### src/hw/core_pkg.sv
// integer core definitions
package core_pkg;

  // fixed widths
  localparam int INS_W     = 32;
  localparam int REG_ADDRW = 5;
  localparam int REG_COUNT = 32;

  // major opcodes handled by decode
  typedef enum logic [6:0] {
    OPC_OP     = 7'b0110011,  // reg-reg
    OPC_OP_IMM = 7'b0010011,  // reg-imm
    OPC_LUI    = 7'b0110111
  } opcode_e;

  // funct3 values of the supported ops
  localparam logic [2:0] F3_ADD = 3'b000;  // add, sub, addi
  localparam logic [2:0] F3_SLL = 3'b001;
  localparam logic [2:0] F3_SLT = 3'b010;
  localparam logic [2:0] F3_XOR = 3'b100;  // xor, xori
  localparam logic [2:0] F3_SRL = 3'b101;
  localparam logic [2:0] F3_OR  = 3'b110;  // or, ori
  localparam logic [2:0] F3_AND = 3'b111;  // and, andi

  // funct7 of sub, everything else in the subset uses zero
  localparam logic [6:0] F7_SUB = 7'b0100000;

  // alu operations
  typedef enum logic [3:0] {
    ALU_ADD,
    ALU_SUB,
    ALU_AND,
    ALU_OR,
    ALU_XOR,
    ALU_SLL,
    ALU_SRL,
    ALU_SLT,     // signed compare
    ALU_PASS_B   // lui, result is op_b
  } alu_op_e;

endpackage

### src/hw/core_ifs.sv
// pipeline stage interfaces
`timescale 1ns/1ps

// decode to execute
interface id_ex_if #(
  parameter int XLEN = 32
);
  logic                           valid;
  core_pkg::alu_op_e              alu_op;
  logic [core_pkg::REG_ADDRW-1:0] rd;
  logic                           rd_wen;
  logic [XLEN-1:0]                op_a;
  logic [XLEN-1:0]                op_b;
  logic                           illegal;

  modport src (output valid, alu_op, rd, rd_wen, op_a, op_b, illegal);
  modport dst (input  valid, alu_op, rd, rd_wen, op_a, op_b, illegal);
endinterface

// execute to writeback
interface ex_wb_if #(
  parameter int XLEN = 32
);
  logic                           valid;
  logic [core_pkg::REG_ADDRW-1:0] rd;
  logic                           rd_wen;
  logic [XLEN-1:0]                res;
  logic                           illegal;

  modport src (output valid, rd, rd_wen, res, illegal);
  modport dst (input  valid, rd, rd_wen, res, illegal);
  modport mon (input  valid, rd, rd_wen, res);  // forwarding tap
endinterface

// writeback to register file
interface wb_if #(
  parameter int XLEN = 32
);
  logic                           valid;
  logic [core_pkg::REG_ADDRW-1:0] rd;
  logic                           rd_wen;
  logic [XLEN-1:0]                data;

  modport src (output valid, rd, rd_wen, data);
  modport dst (input  valid, rd, rd_wen, data);
endinterface

### src/hw/bypass.sv
// register file and operand forwarding
`timescale 1ns/1ps

module bypass #(
  parameter int XLEN = 32
) (
  input  logic                           i_clk,
  input  logic                           i_rst,
  input  logic [core_pkg::REG_ADDRW-1:0] i_rs1,
  input  logic [core_pkg::REG_ADDRW-1:0] i_rs2,
  output logic [XLEN-1:0]                o_rs1_val,
  output logic [XLEN-1:0]                o_rs2_val,
  id_ex_if.dst                           id_ex,
  input  logic [XLEN-1:0]                i_ex_res,
  ex_wb_if.mon                           ex_wb,
  wb_if.dst                              wb
);

  logic [XLEN-1:0]                regs   [core_pkg::REG_COUNT];
  logic [core_pkg::REG_ADDRW-1:0] rs_idx [2];
  logic [XLEN-1:0]                rs_val [2];

  // register array write
  always_ff @(posedge i_clk) begin
    if (i_rst) begin
      for (int i = 0; i < core_pkg::REG_COUNT; i++)
        regs[i] <= '0;
    end else if (wb.valid && wb.rd_wen) begin
      regs[wb.rd] <= wb.data;
    end
  end

  assign rs_idx[0] = i_rs1;
  assign rs_idx[1] = i_rs2;

  // youngest writer wins
  for (genvar p = 0; p < 2; p++) begin : g_port
    always_comb begin
      if (rs_idx[p] == '0)
        rs_val[p] = '0;
      else if (id_ex.valid && id_ex.rd_wen && id_ex.rd == rs_idx[p])
        rs_val[p] = i_ex_res;   // distance 1
      else if (ex_wb.valid && ex_wb.rd_wen && ex_wb.rd == rs_idx[p])
        rs_val[p] = ex_wb.res;  // distance 2
      else if (wb.valid && wb.rd_wen && wb.rd == rs_idx[p])
        rs_val[p] = wb.data;    // distance 3
      else
        rs_val[p] = regs[rs_idx[p]];
    end
  end

  assign o_rs1_val = rs_val[0];
  assign o_rs2_val = rs_val[1];

  // decode drops writes to x0 three stages upstream
  a_no_x0_write: assert property (@(posedge i_clk) disable iff (i_rst)
    wb.valid && wb.rd_wen |-> wb.rd != '0);

endmodule

### src/hw/core_top.sv
// integer pipeline top
`timescale 1ns/1ps

module core_top #(
  parameter int XLEN = 32
) (
  input  logic                           i_clk,
  input  logic                           i_rst,
  input  logic                           i_ins_valid,
  input  logic [core_pkg::INS_W-1:0]     i_ins,
  output logic                           o_wb_valid,
  output logic [core_pkg::REG_ADDRW-1:0] o_wb_rd,
  output logic [XLEN-1:0]                o_wb_data,
  output logic                           o_illegal,
  output logic [31:0]                    o_retire_cnt
);

  logic [core_pkg::REG_ADDRW-1:0] idu_rs1, idu_rs2;
  logic [XLEN-1:0]                rs1_val, rs2_val;
  logic [XLEN-1:0]                ex_res;  // youngest forward

  id_ex_if #(.XLEN(XLEN)) id_ex ();
  ex_wb_if #(.XLEN(XLEN)) ex_wb ();
  wb_if    #(.XLEN(XLEN)) wb    ();

  idu #(.XLEN(XLEN)) u_idu (
    .i_clk       (i_clk      ),
    .i_rst       (i_rst      ),
    .i_ins_valid (i_ins_valid),
    .i_ins       (i_ins      ),
    .o_rs1       (idu_rs1    ),
    .o_rs2       (idu_rs2    ),
    .i_rs1_val   (rs1_val    ),
    .i_rs2_val   (rs2_val    ),
    .id_ex       (id_ex.src  )
  );

  exu #(.XLEN(XLEN)) u_exu (
    .i_clk    (i_clk    ),
    .i_rst    (i_rst    ),
    .id_ex    (id_ex.dst),
    .o_ex_res (ex_res   ),
    .ex_wb    (ex_wb.src)
  );

  wbu #(.XLEN(XLEN)) u_wbu (
    .i_clk        (i_clk       ),
    .i_rst        (i_rst       ),
    .ex_wb        (ex_wb.dst   ),
    .wb           (wb.src      ),
    .o_wb_valid   (o_wb_valid  ),
    .o_wb_rd      (o_wb_rd     ),
    .o_wb_data    (o_wb_data   ),
    .o_illegal    (o_illegal   ),
    .o_retire_cnt (o_retire_cnt)
  );

  bypass #(.XLEN(XLEN)) u_bypass (
    .i_clk     (i_clk    ),
    .i_rst     (i_rst    ),
    .i_rs1     (idu_rs1  ),
    .i_rs2     (idu_rs2  ),
    .o_rs1_val (rs1_val  ),
    .o_rs2_val (rs2_val  ),
    .id_ex     (id_ex.dst),
    .i_ex_res  (ex_res   ),
    .ex_wb     (ex_wb.mon),
    .wb        (wb.dst   )
  );

endmodule

### src/hw/exu.sv
// execute stage and alu
`timescale 1ns/1ps

module exu #(
  parameter int XLEN = 32
) (
  input  logic            i_clk,
  input  logic            i_rst,
  id_ex_if.dst            id_ex,
  output logic [XLEN-1:0] o_ex_res,
  ex_wb_if.src            ex_wb
);

  localparam int SHW = $clog2(XLEN);

  logic [SHW-1:0] shamt;

  assign shamt = id_ex.op_b[SHW-1:0];  // low bits only

  always_comb begin
    case (id_ex.alu_op)
      core_pkg::ALU_ADD:    o_ex_res = id_ex.op_a + id_ex.op_b;
      core_pkg::ALU_SUB:    o_ex_res = id_ex.op_a - id_ex.op_b;
      core_pkg::ALU_AND:    o_ex_res = id_ex.op_a & id_ex.op_b;
      core_pkg::ALU_OR:     o_ex_res = id_ex.op_a | id_ex.op_b;
      core_pkg::ALU_XOR:    o_ex_res = id_ex.op_a ^ id_ex.op_b;
      core_pkg::ALU_SLL:    o_ex_res = id_ex.op_a << shamt;
      core_pkg::ALU_SRL:    o_ex_res = id_ex.op_a >> shamt;
      core_pkg::ALU_SLT:    o_ex_res = XLEN'($signed(id_ex.op_a) < $signed(id_ex.op_b));
      core_pkg::ALU_PASS_B: o_ex_res = id_ex.op_b;
      default:              o_ex_res = '0;
    endcase
  end

  // ex/wb control
  always_ff @(posedge i_clk) begin
    if (i_rst) begin
      ex_wb.valid   <= 1'b0;
      ex_wb.rd_wen  <= 1'b0;
      ex_wb.illegal <= 1'b0;
    end else begin
      ex_wb.valid   <= id_ex.valid;
      ex_wb.rd_wen  <= id_ex.valid && id_ex.rd_wen;
      ex_wb.illegal <= id_ex.valid && id_ex.illegal;
    end
  end

  // ex/wb payload
  always_ff @(posedge i_clk) begin
    ex_wb.rd  <= id_ex.rd;
    ex_wb.res <= o_ex_res;
  end

endmodule

### src/hw/idu.sv
// instruction decode stage
`timescale 1ns/1ps

module idu #(
  parameter int XLEN = 32
) (
  input  logic                           i_clk,
  input  logic                           i_rst,
  input  logic                           i_ins_valid,
  input  logic [core_pkg::INS_W-1:0]     i_ins,
  output logic [core_pkg::REG_ADDRW-1:0] o_rs1,
  output logic [core_pkg::REG_ADDRW-1:0] o_rs2,
  input  logic [XLEN-1:0]                i_rs1_val,
  input  logic [XLEN-1:0]                i_rs2_val,
  id_ex_if.src                           id_ex
);

  core_pkg::opcode_e              opcode;
  logic [2:0]                     funct3;
  logic [6:0]                     funct7;
  logic [core_pkg::REG_ADDRW-1:0] rd;
  logic [XLEN-1:0]                imm_i;
  logic [XLEN-1:0]                imm_u;
  core_pkg::alu_op_e              alu_op;
  logic [XLEN-1:0]                op_b;
  logic                           legal;

  // instruction fields
  assign opcode = core_pkg::opcode_e'(i_ins[6:0]);
  assign rd     = i_ins[11:7];
  assign funct3 = i_ins[14:12];
  assign o_rs1  = i_ins[19:15];
  assign o_rs2  = i_ins[24:20];
  assign funct7 = i_ins[31:25];

  assign imm_i = XLEN'($signed(i_ins[31:20]));           // sign extended
  assign imm_u = XLEN'($signed({i_ins[31:12], 12'b0}));

  always_comb begin
    alu_op = core_pkg::ALU_ADD;
    op_b   = i_rs2_val;
    legal  = 1'b0;
    case (opcode)
      core_pkg::OPC_OP: begin
        // only sub may carry a nonzero funct7
        legal = (funct7 == '0) ||
                (funct7 == core_pkg::F7_SUB && funct3 == core_pkg::F3_ADD);
        case (funct3)
          core_pkg::F3_ADD: alu_op = (funct7 == core_pkg::F7_SUB) ? core_pkg::ALU_SUB
                                                                   : core_pkg::ALU_ADD;
          core_pkg::F3_SLL: alu_op = core_pkg::ALU_SLL;
          core_pkg::F3_SLT: alu_op = core_pkg::ALU_SLT;
          core_pkg::F3_XOR: alu_op = core_pkg::ALU_XOR;
          core_pkg::F3_SRL: alu_op = core_pkg::ALU_SRL;
          core_pkg::F3_OR:  alu_op = core_pkg::ALU_OR;
          core_pkg::F3_AND: alu_op = core_pkg::ALU_AND;
          default:          legal  = 1'b0;  // sltu
        endcase
      end
      core_pkg::OPC_OP_IMM: begin
        op_b  = imm_i;
        legal = 1'b1;
        case (funct3)
          core_pkg::F3_ADD: alu_op = core_pkg::ALU_ADD;
          core_pkg::F3_XOR: alu_op = core_pkg::ALU_XOR;
          core_pkg::F3_OR:  alu_op = core_pkg::ALU_OR;
          core_pkg::F3_AND: alu_op = core_pkg::ALU_AND;
          default:          legal  = 1'b0;  // slti, shifts by imm
        endcase
      end
      core_pkg::OPC_LUI: begin
        alu_op = core_pkg::ALU_PASS_B;
        op_b   = imm_u;
        legal  = 1'b1;
      end
      default: legal = 1'b0;
    endcase
  end

  // id/ex control
  always_ff @(posedge i_clk) begin
    if (i_rst) begin
      id_ex.valid   <= 1'b0;
      id_ex.rd_wen  <= 1'b0;
      id_ex.illegal <= 1'b0;
    end else begin
      id_ex.valid   <= i_ins_valid;
      id_ex.rd_wen  <= i_ins_valid && legal && (rd != '0);  // x0 never written
      id_ex.illegal <= i_ins_valid && !legal;
    end
  end

  // id/ex payload
  always_ff @(posedge i_clk) begin
    id_ex.alu_op <= alu_op;
    id_ex.rd     <= rd;
    id_ex.op_a   <= i_rs1_val;
    id_ex.op_b   <= op_b;
  end

  // a bad encoding enters execute flagged and without a write
  a_illegal_no_write: assert property (@(posedge i_clk) disable iff (i_rst)
    id_ex.valid && id_ex.illegal |-> !id_ex.rd_wen);

endmodule

### src/hw/wbu.sv
// writeback stage and retire counter
`timescale 1ns/1ps

module wbu #(
  parameter int XLEN = 32
) (
  input  logic                           i_clk,
  input  logic                           i_rst,
  ex_wb_if.dst                           ex_wb,
  wb_if.src                              wb,
  output logic                           o_wb_valid,
  output logic [core_pkg::REG_ADDRW-1:0] o_wb_rd,
  output logic [XLEN-1:0]                o_wb_data,
  output logic                           o_illegal,
  output logic [31:0]                    o_retire_cnt
);

  logic retire;

  assign retire = ex_wb.valid && !ex_wb.illegal;

  always_ff @(posedge i_clk) begin
    if (i_rst) begin
      wb.valid     <= 1'b0;
      wb.rd_wen    <= 1'b0;
      o_illegal    <= 1'b0;
      o_retire_cnt <= '0;
    end else begin
      wb.valid  <= retire;  // legal only
      wb.rd_wen <= retire && ex_wb.rd_wen;
      o_illegal <= ex_wb.valid && ex_wb.illegal;
      if (retire)
        o_retire_cnt <= o_retire_cnt + 32'd1;  // wraps
    end
  end

  always_ff @(posedge i_clk) begin
    wb.rd   <= ex_wb.rd;
    wb.data <= ex_wb.res;
  end

  assign o_wb_valid = wb.valid;
  assign o_wb_rd    = wb.rd;
  assign o_wb_data  = wb.data;

  // one outcome per retiring instruction
  a_no_both: assert property (@(posedge i_clk) disable iff (i_rst)
    !(o_wb_valid && o_illegal));

endmodule

### config.mk
export PLATFORM = sky130hd
export DESIGN_NAME = core_top
export DESIGN_NICKNAME = d
export VERILOG_FILES = /design/src/hw/core_pkg.sv /design/src/hw/core_ifs.sv /design/src/hw/bypass.sv /design/src/hw/core_top.sv /design/src/hw/exu.sv /design/src/hw/idu.sv /design/src/hw/wbu.sv
export SDC_FILE = /design/constraint.sdc
export NUM_CORES = 2
export LEC_CHECK = 0
export BUFFER_PORTS_ARGS = -buffer_cell sky130_fd_sc_hd__buf_2
export CELL_PAD_IN_SITES_DETAIL_PLACEMENT = 1
export CELL_PAD_IN_SITES_GLOBAL_PLACEMENT = 2
export CORE_AREA = 2 2 340 476
export DETAILED_ROUTE_END_ITERATION = 8
export DIE_AREA = 0 0 342 478
export GPL_ROUTABILITY_DRIVEN = 1
export PLACE_DENSITY = 0.84
export SLEW_MARGIN = 10
export SYNTH_ARGS = -nofsm -noshare
export SYNTH_HDL_FRONTEND = slang
export SYNTH_HIERARCHICAL = 1
export SYNTH_SLANG_ARGS = --single-unit
### constraint.sdc
create_clock -name i_clk -period 5.64 [get_ports i_clk]
set_input_delay 1.128 -clock i_clk [delete_from_list [all_inputs] [get_ports i_clk]]
set_output_delay 1.128 -clock i_clk [all_outputs]
set_load 0.01 [all_outputs]
==> reports/results.txt <==
The top-level port count was 106; the CTS buffer count was 116. The pin count of the biggest net entering global routing was 79; the clock transition time at the flip-flop clock pins of the worst setup and hold paths was 0.08 ns. In this run the clock root is driven by a clkbuf_16. Across all layers, the routed design uses 57.2k vias. Summing all multi-input logic gate instances after layout gives 0.0337 mm2. The power density over the cells was 320 mW/mm2. In the layout the commonest cells are 1036 x and2_1, 1024 x edfxtp_1, 394 x mux2i_1.

The filler cells instantiated in the layout total 16.4k. The number of stages on the worst hold path is 0. The number of flops mapped to enable cells by yosys is 1024, and the share of final-layout standard cells stronger than drive strength 1 is 18.5%. STA classifies the critical path startpoint as a flip-flop. The detail route stage leaves a number of antenna-violating nets equal to 0. In the finished design, the share of the clock period the worst path needs comes to 97.4%.

In this run the standard cell core region covers 0.160 mm2. Setup repair after global routing left no endpoint under its margin. The tools report the number of antenna violations at the first check in global routing as 50.

Number of buffers inserted to repair setup after CTS: 0. The H-tree generated during clock tree synthesis spans 3 levels. The clock reaches the later pin of the worst-skew pair after 0.79 ns.

The number of nets handed over by synthesis was 6108. Once the floorplan was initialized, standard cells occupied 44.5% of the core. The die width was 342 um; the routed wire length was 329 mm. The tools report the length of the first detailed-routing pass in iterations as 6. Averaged over all synthesized cells, the footprint is 11.9 um2. Setup TNS: 0 ns. Destination of the worst hold path: u_wbu/o_wb_data[6]$_DFF_P_. Counting flops and latches in the post-synthesis netlist gives 1212.

STA puts the critical path data arrival time at 6.05 ns. The floorplan step set the die height to 478 um. In the synthesized netlist the dominant register cell turns out to be edfxtp_1. Global routing used 39.6% of the available tracks across all layers.

Power comes to 25.0 mW. The critical path is of the flip-flop to flip-flop type. For flop-to-flop paths, the worst setup slack is 0.15 ns. The logs give 0 for the number of hold-slack violations in the final timing report and 6 for the total number of yosys warnings. The via count of the first global-routing pass came out at 58.8k. The pin slew with the least headroom to its limit was 1.32 ns; the final critical path time including I/O delays and setup was 5.49 ns.

In the final layout, flip-flops and latches occupy 0.0345 mm2. After detailed routing, the number of remaining DRC violations is 0. VDD sags by at most 0.000251 V. After clock tree synthesis, the repair step resized 0 gates. The flow ran to the end, and the final reports show no timing, DRC or antenna violations. Buffers placed on the I/O ports in this run total 105. Total count of max-transition violations in the final report: 0. The worst register-to-register path has a depth of 13.

Routability-driven placement finished with a final weighted congestion of 1.09. The final HPWL from detailed placement is 218 mm, and the required time of the critical path is 6.20 ns. Row generation in the floorplan step produced 174 rows.

The worst slew margin relative to its limit was 11.8%. The tools report the worst reg2reg path endpoint as u_idu/id_ex.op_a[0]$_DFF_P_. In this run, post-CTS hold repair placed 0 buffers. For this run, the share of the core covered by cells in the final layout is 48.9%. For this design, the sink count on the clock tree is 1212.

The static leakage is 29.1 nW. The die covers 0.163 mm2. Across the run, the number of max-cap violations was 0. For this run, asynchronously set or reset flops after synthesis account for 0%. TritonCTS built the clock tree. Along the worst path, the maximum fanout reaches 8.

The total overflow left after global routing is 0. The fraction of the yosys area taken by sequential cells was 48.5%. The count of nets after finishing was 6005. Setup violations remaining at the end of the flow were counted as 0. From synthesis to final layout, the design area changed by 9.78%. The average wire length per cell after detail routing is 40.6 um, and the cell area after synthesis is 0.0712 mm2. The cell count after synthesis came out at 5973. The worst register-to-register path begins at u_idu/id_ex.op_a[1]$_DFF_P_. The tools report the beginning of the worst hold path as u_exu/ex_wb.res[6]$_DFF_P_.

Clock skew on the completed layout was measured at 0.0220 ns. Leaving out fill and tap cells, the most frequent cell in the layout is and2_1. The tools report the category of the worst setup path capture point as a flip-flop. The number of design-rule violations left by the first detailed-router iteration is 7716, and the mean number of vias per cell is 7.06. The netlist uses 99 different library cells. Static timing analysis puts the maximum clock frequency at 0.182 GHz. The min-delay analysis places its worst path in the category flip-flop to flip-flop.

The number of buffers on the longest clock path is 3. The first global-routing pass estimated 453 mm of wire.
[metal layers]
metal	share of wire, %	GRT usage (%)	up-vias
met2	47	63.8	4349
met3	11	10.4	1594
li1	-	-	22200
met1	31	42.9	29000
met4	11	35.2	16
met5	0.044	0	-
[cells by family (layout without fill, tap and decap cells)]
| family | after synthesis | count (layout) | share of synthesized area [%] |
|---|---|---|---|
| other cells | 0 | 18 | 0 |
| simple gates | 1997 | 1997 | 15.8 |
| mux | 798 | 798 | 18.1 |
| fa+ha+maj | 100 | 100 | 1.78 |
| compound gates | 1083 | 1083 | 10.4 |
| xor+xnor | 59 | 59 | 0.726 |
| buf+inv | 724 | 716 | 4.72 |
| flops | 1212 | 1212 | 48.5 |
[worst max-delay path: stages, from the launching register on]
cell       delay (ns)
dfxtp_1          0.50
inv_1            0.15
fa_1             0.49
nor3_1           0.33
o311ai_0         0.32
a311oi_1         0.55
o22ai_1          0.36
o2111ai_1        0.49
nand2_1          0.21
or4_1            0.44
a22oi_1          0.70
o31ai_1          0.22
o21ai_0          0.21
o21ai_1          0.26
[registers in the layout, indices dropped and copies added, names as in the netlist]
signal and count:
u_bypass/regs 1024, u_exu/ex_wb.illegal 1, u_exu/ex_wb.rd 5, u_exu/ex_wb.rd_wen 1, u_exu/ex_wb.res 32, u_exu/ex_wb.valid 1
u_idu/id_ex.alu_op 4, u_idu/id_ex.illegal 1, u_idu/id_ex.op_a 32, u_idu/id_ex.op_b 32, u_idu/id_ex.rd 5, u_idu/id_ex.rd_wen 1
u_idu/id_ex.valid 1, u_wbu/o_illegal 1, u_wbu/o_retire_cnt 32, u_wbu/o_wb_data 32, u_wbu/o_wb_rd 5, u_wbu/o_wb_valid 1
u_wbu/wb.rd_wen 1
[cell usage after synthesis (all sizes together) (51+ instances only)]
library cell	n	area share, %
and2	1037	9.1
edfxtp	1024	43
clkbuf	401	2.1
mux2i	394	5.5
mux4	388	12
nor2	306	1.6
a21oi	245	1.7
buf	217	2.0
o21ai	208	1.5
nand2	194	1.0
dfxtp	188	5.3
a22oi	138	1.5
nand3	109	0.77
inv	105	0.55
ha	98	1.7
a221oi	89	1.1
nor2b	88	0.78
o211ai	64	0.68
a221o	60	0.84
o221ai	57	0.70
nand4	51	0.47
[worst max path at each step]
stage,start,end,slack [ns],cells past startpoint
4_1_cts,u_idu/id_ex.op_a[1]$_DFF_P_,u_idu/id_ex.op_a[0]$_DFF_P_,0.61,13
3_5_place_dp,u_idu/id_ex.op_a[1]$_DFF_P_,u_idu/id_ex.op_a[0]$_DFF_P_,0.65,13
6_report,u_idu/id_ex.op_a[1]$_DFF_P_,u_idu/id_ex.op_a[0]$_DFF_P_,0.15,13
2_1_floorplan,u_idu/id_ex.op_b[3]$_DFF_P_,u_idu/id_ex.op_b[28]$_DFF_P_,1.26,18
3_3_place_gp,u_idu/id_ex.op_a[1]$_DFF_P_,u_idu/id_ex.op_a[0]$_DFF_P_,0.59,13
5_1_grt,u_idu/id_ex.op_a[1]$_DFF_P_,u_idu/id_ex.op_a[0]$_DFF_P_,0.06,13
[cell type report]
class | count | area share, %
flip-flops and latches | 1212 | 44.2
multi-input cells | 4037 | 43.1
repair buffers | 397 | 3.94
clock buffers | 140 | 3.89
well taps | 2112 | 3.38
clock inverters | 73 | 0.946
inverters | 106 | 0.509
diodes | 18 | 0.0577
[per-stage QoR]
stage          instances  hold slack, ns  worst slack (ns)  instance area [um2]
4_1_cts             8077           0.391             0.614                78100
3_5_place_dp        7864           0.381             0.653                74300
6_report            8095           0.385             0.147                78100
2_1_floorplan       5973           0.361              1.26                71200
3_3_place_gp        7864           0.378             0.590                74300
5_1_grt             8080           0.393            0.0570                78100
[power breakdown]
part | switching (mW) | internal [mW] | total, mW | leakage, nW
combinational | 4.14 | 1.74 | 5.88 | 15.1
sequential | 0.852 | 10.2 | 11.1 | 12.1
clock | 3.65 | 4.42 | 8.06 | 1.84
Note: power is estimated with default switching activity, not from simulation.
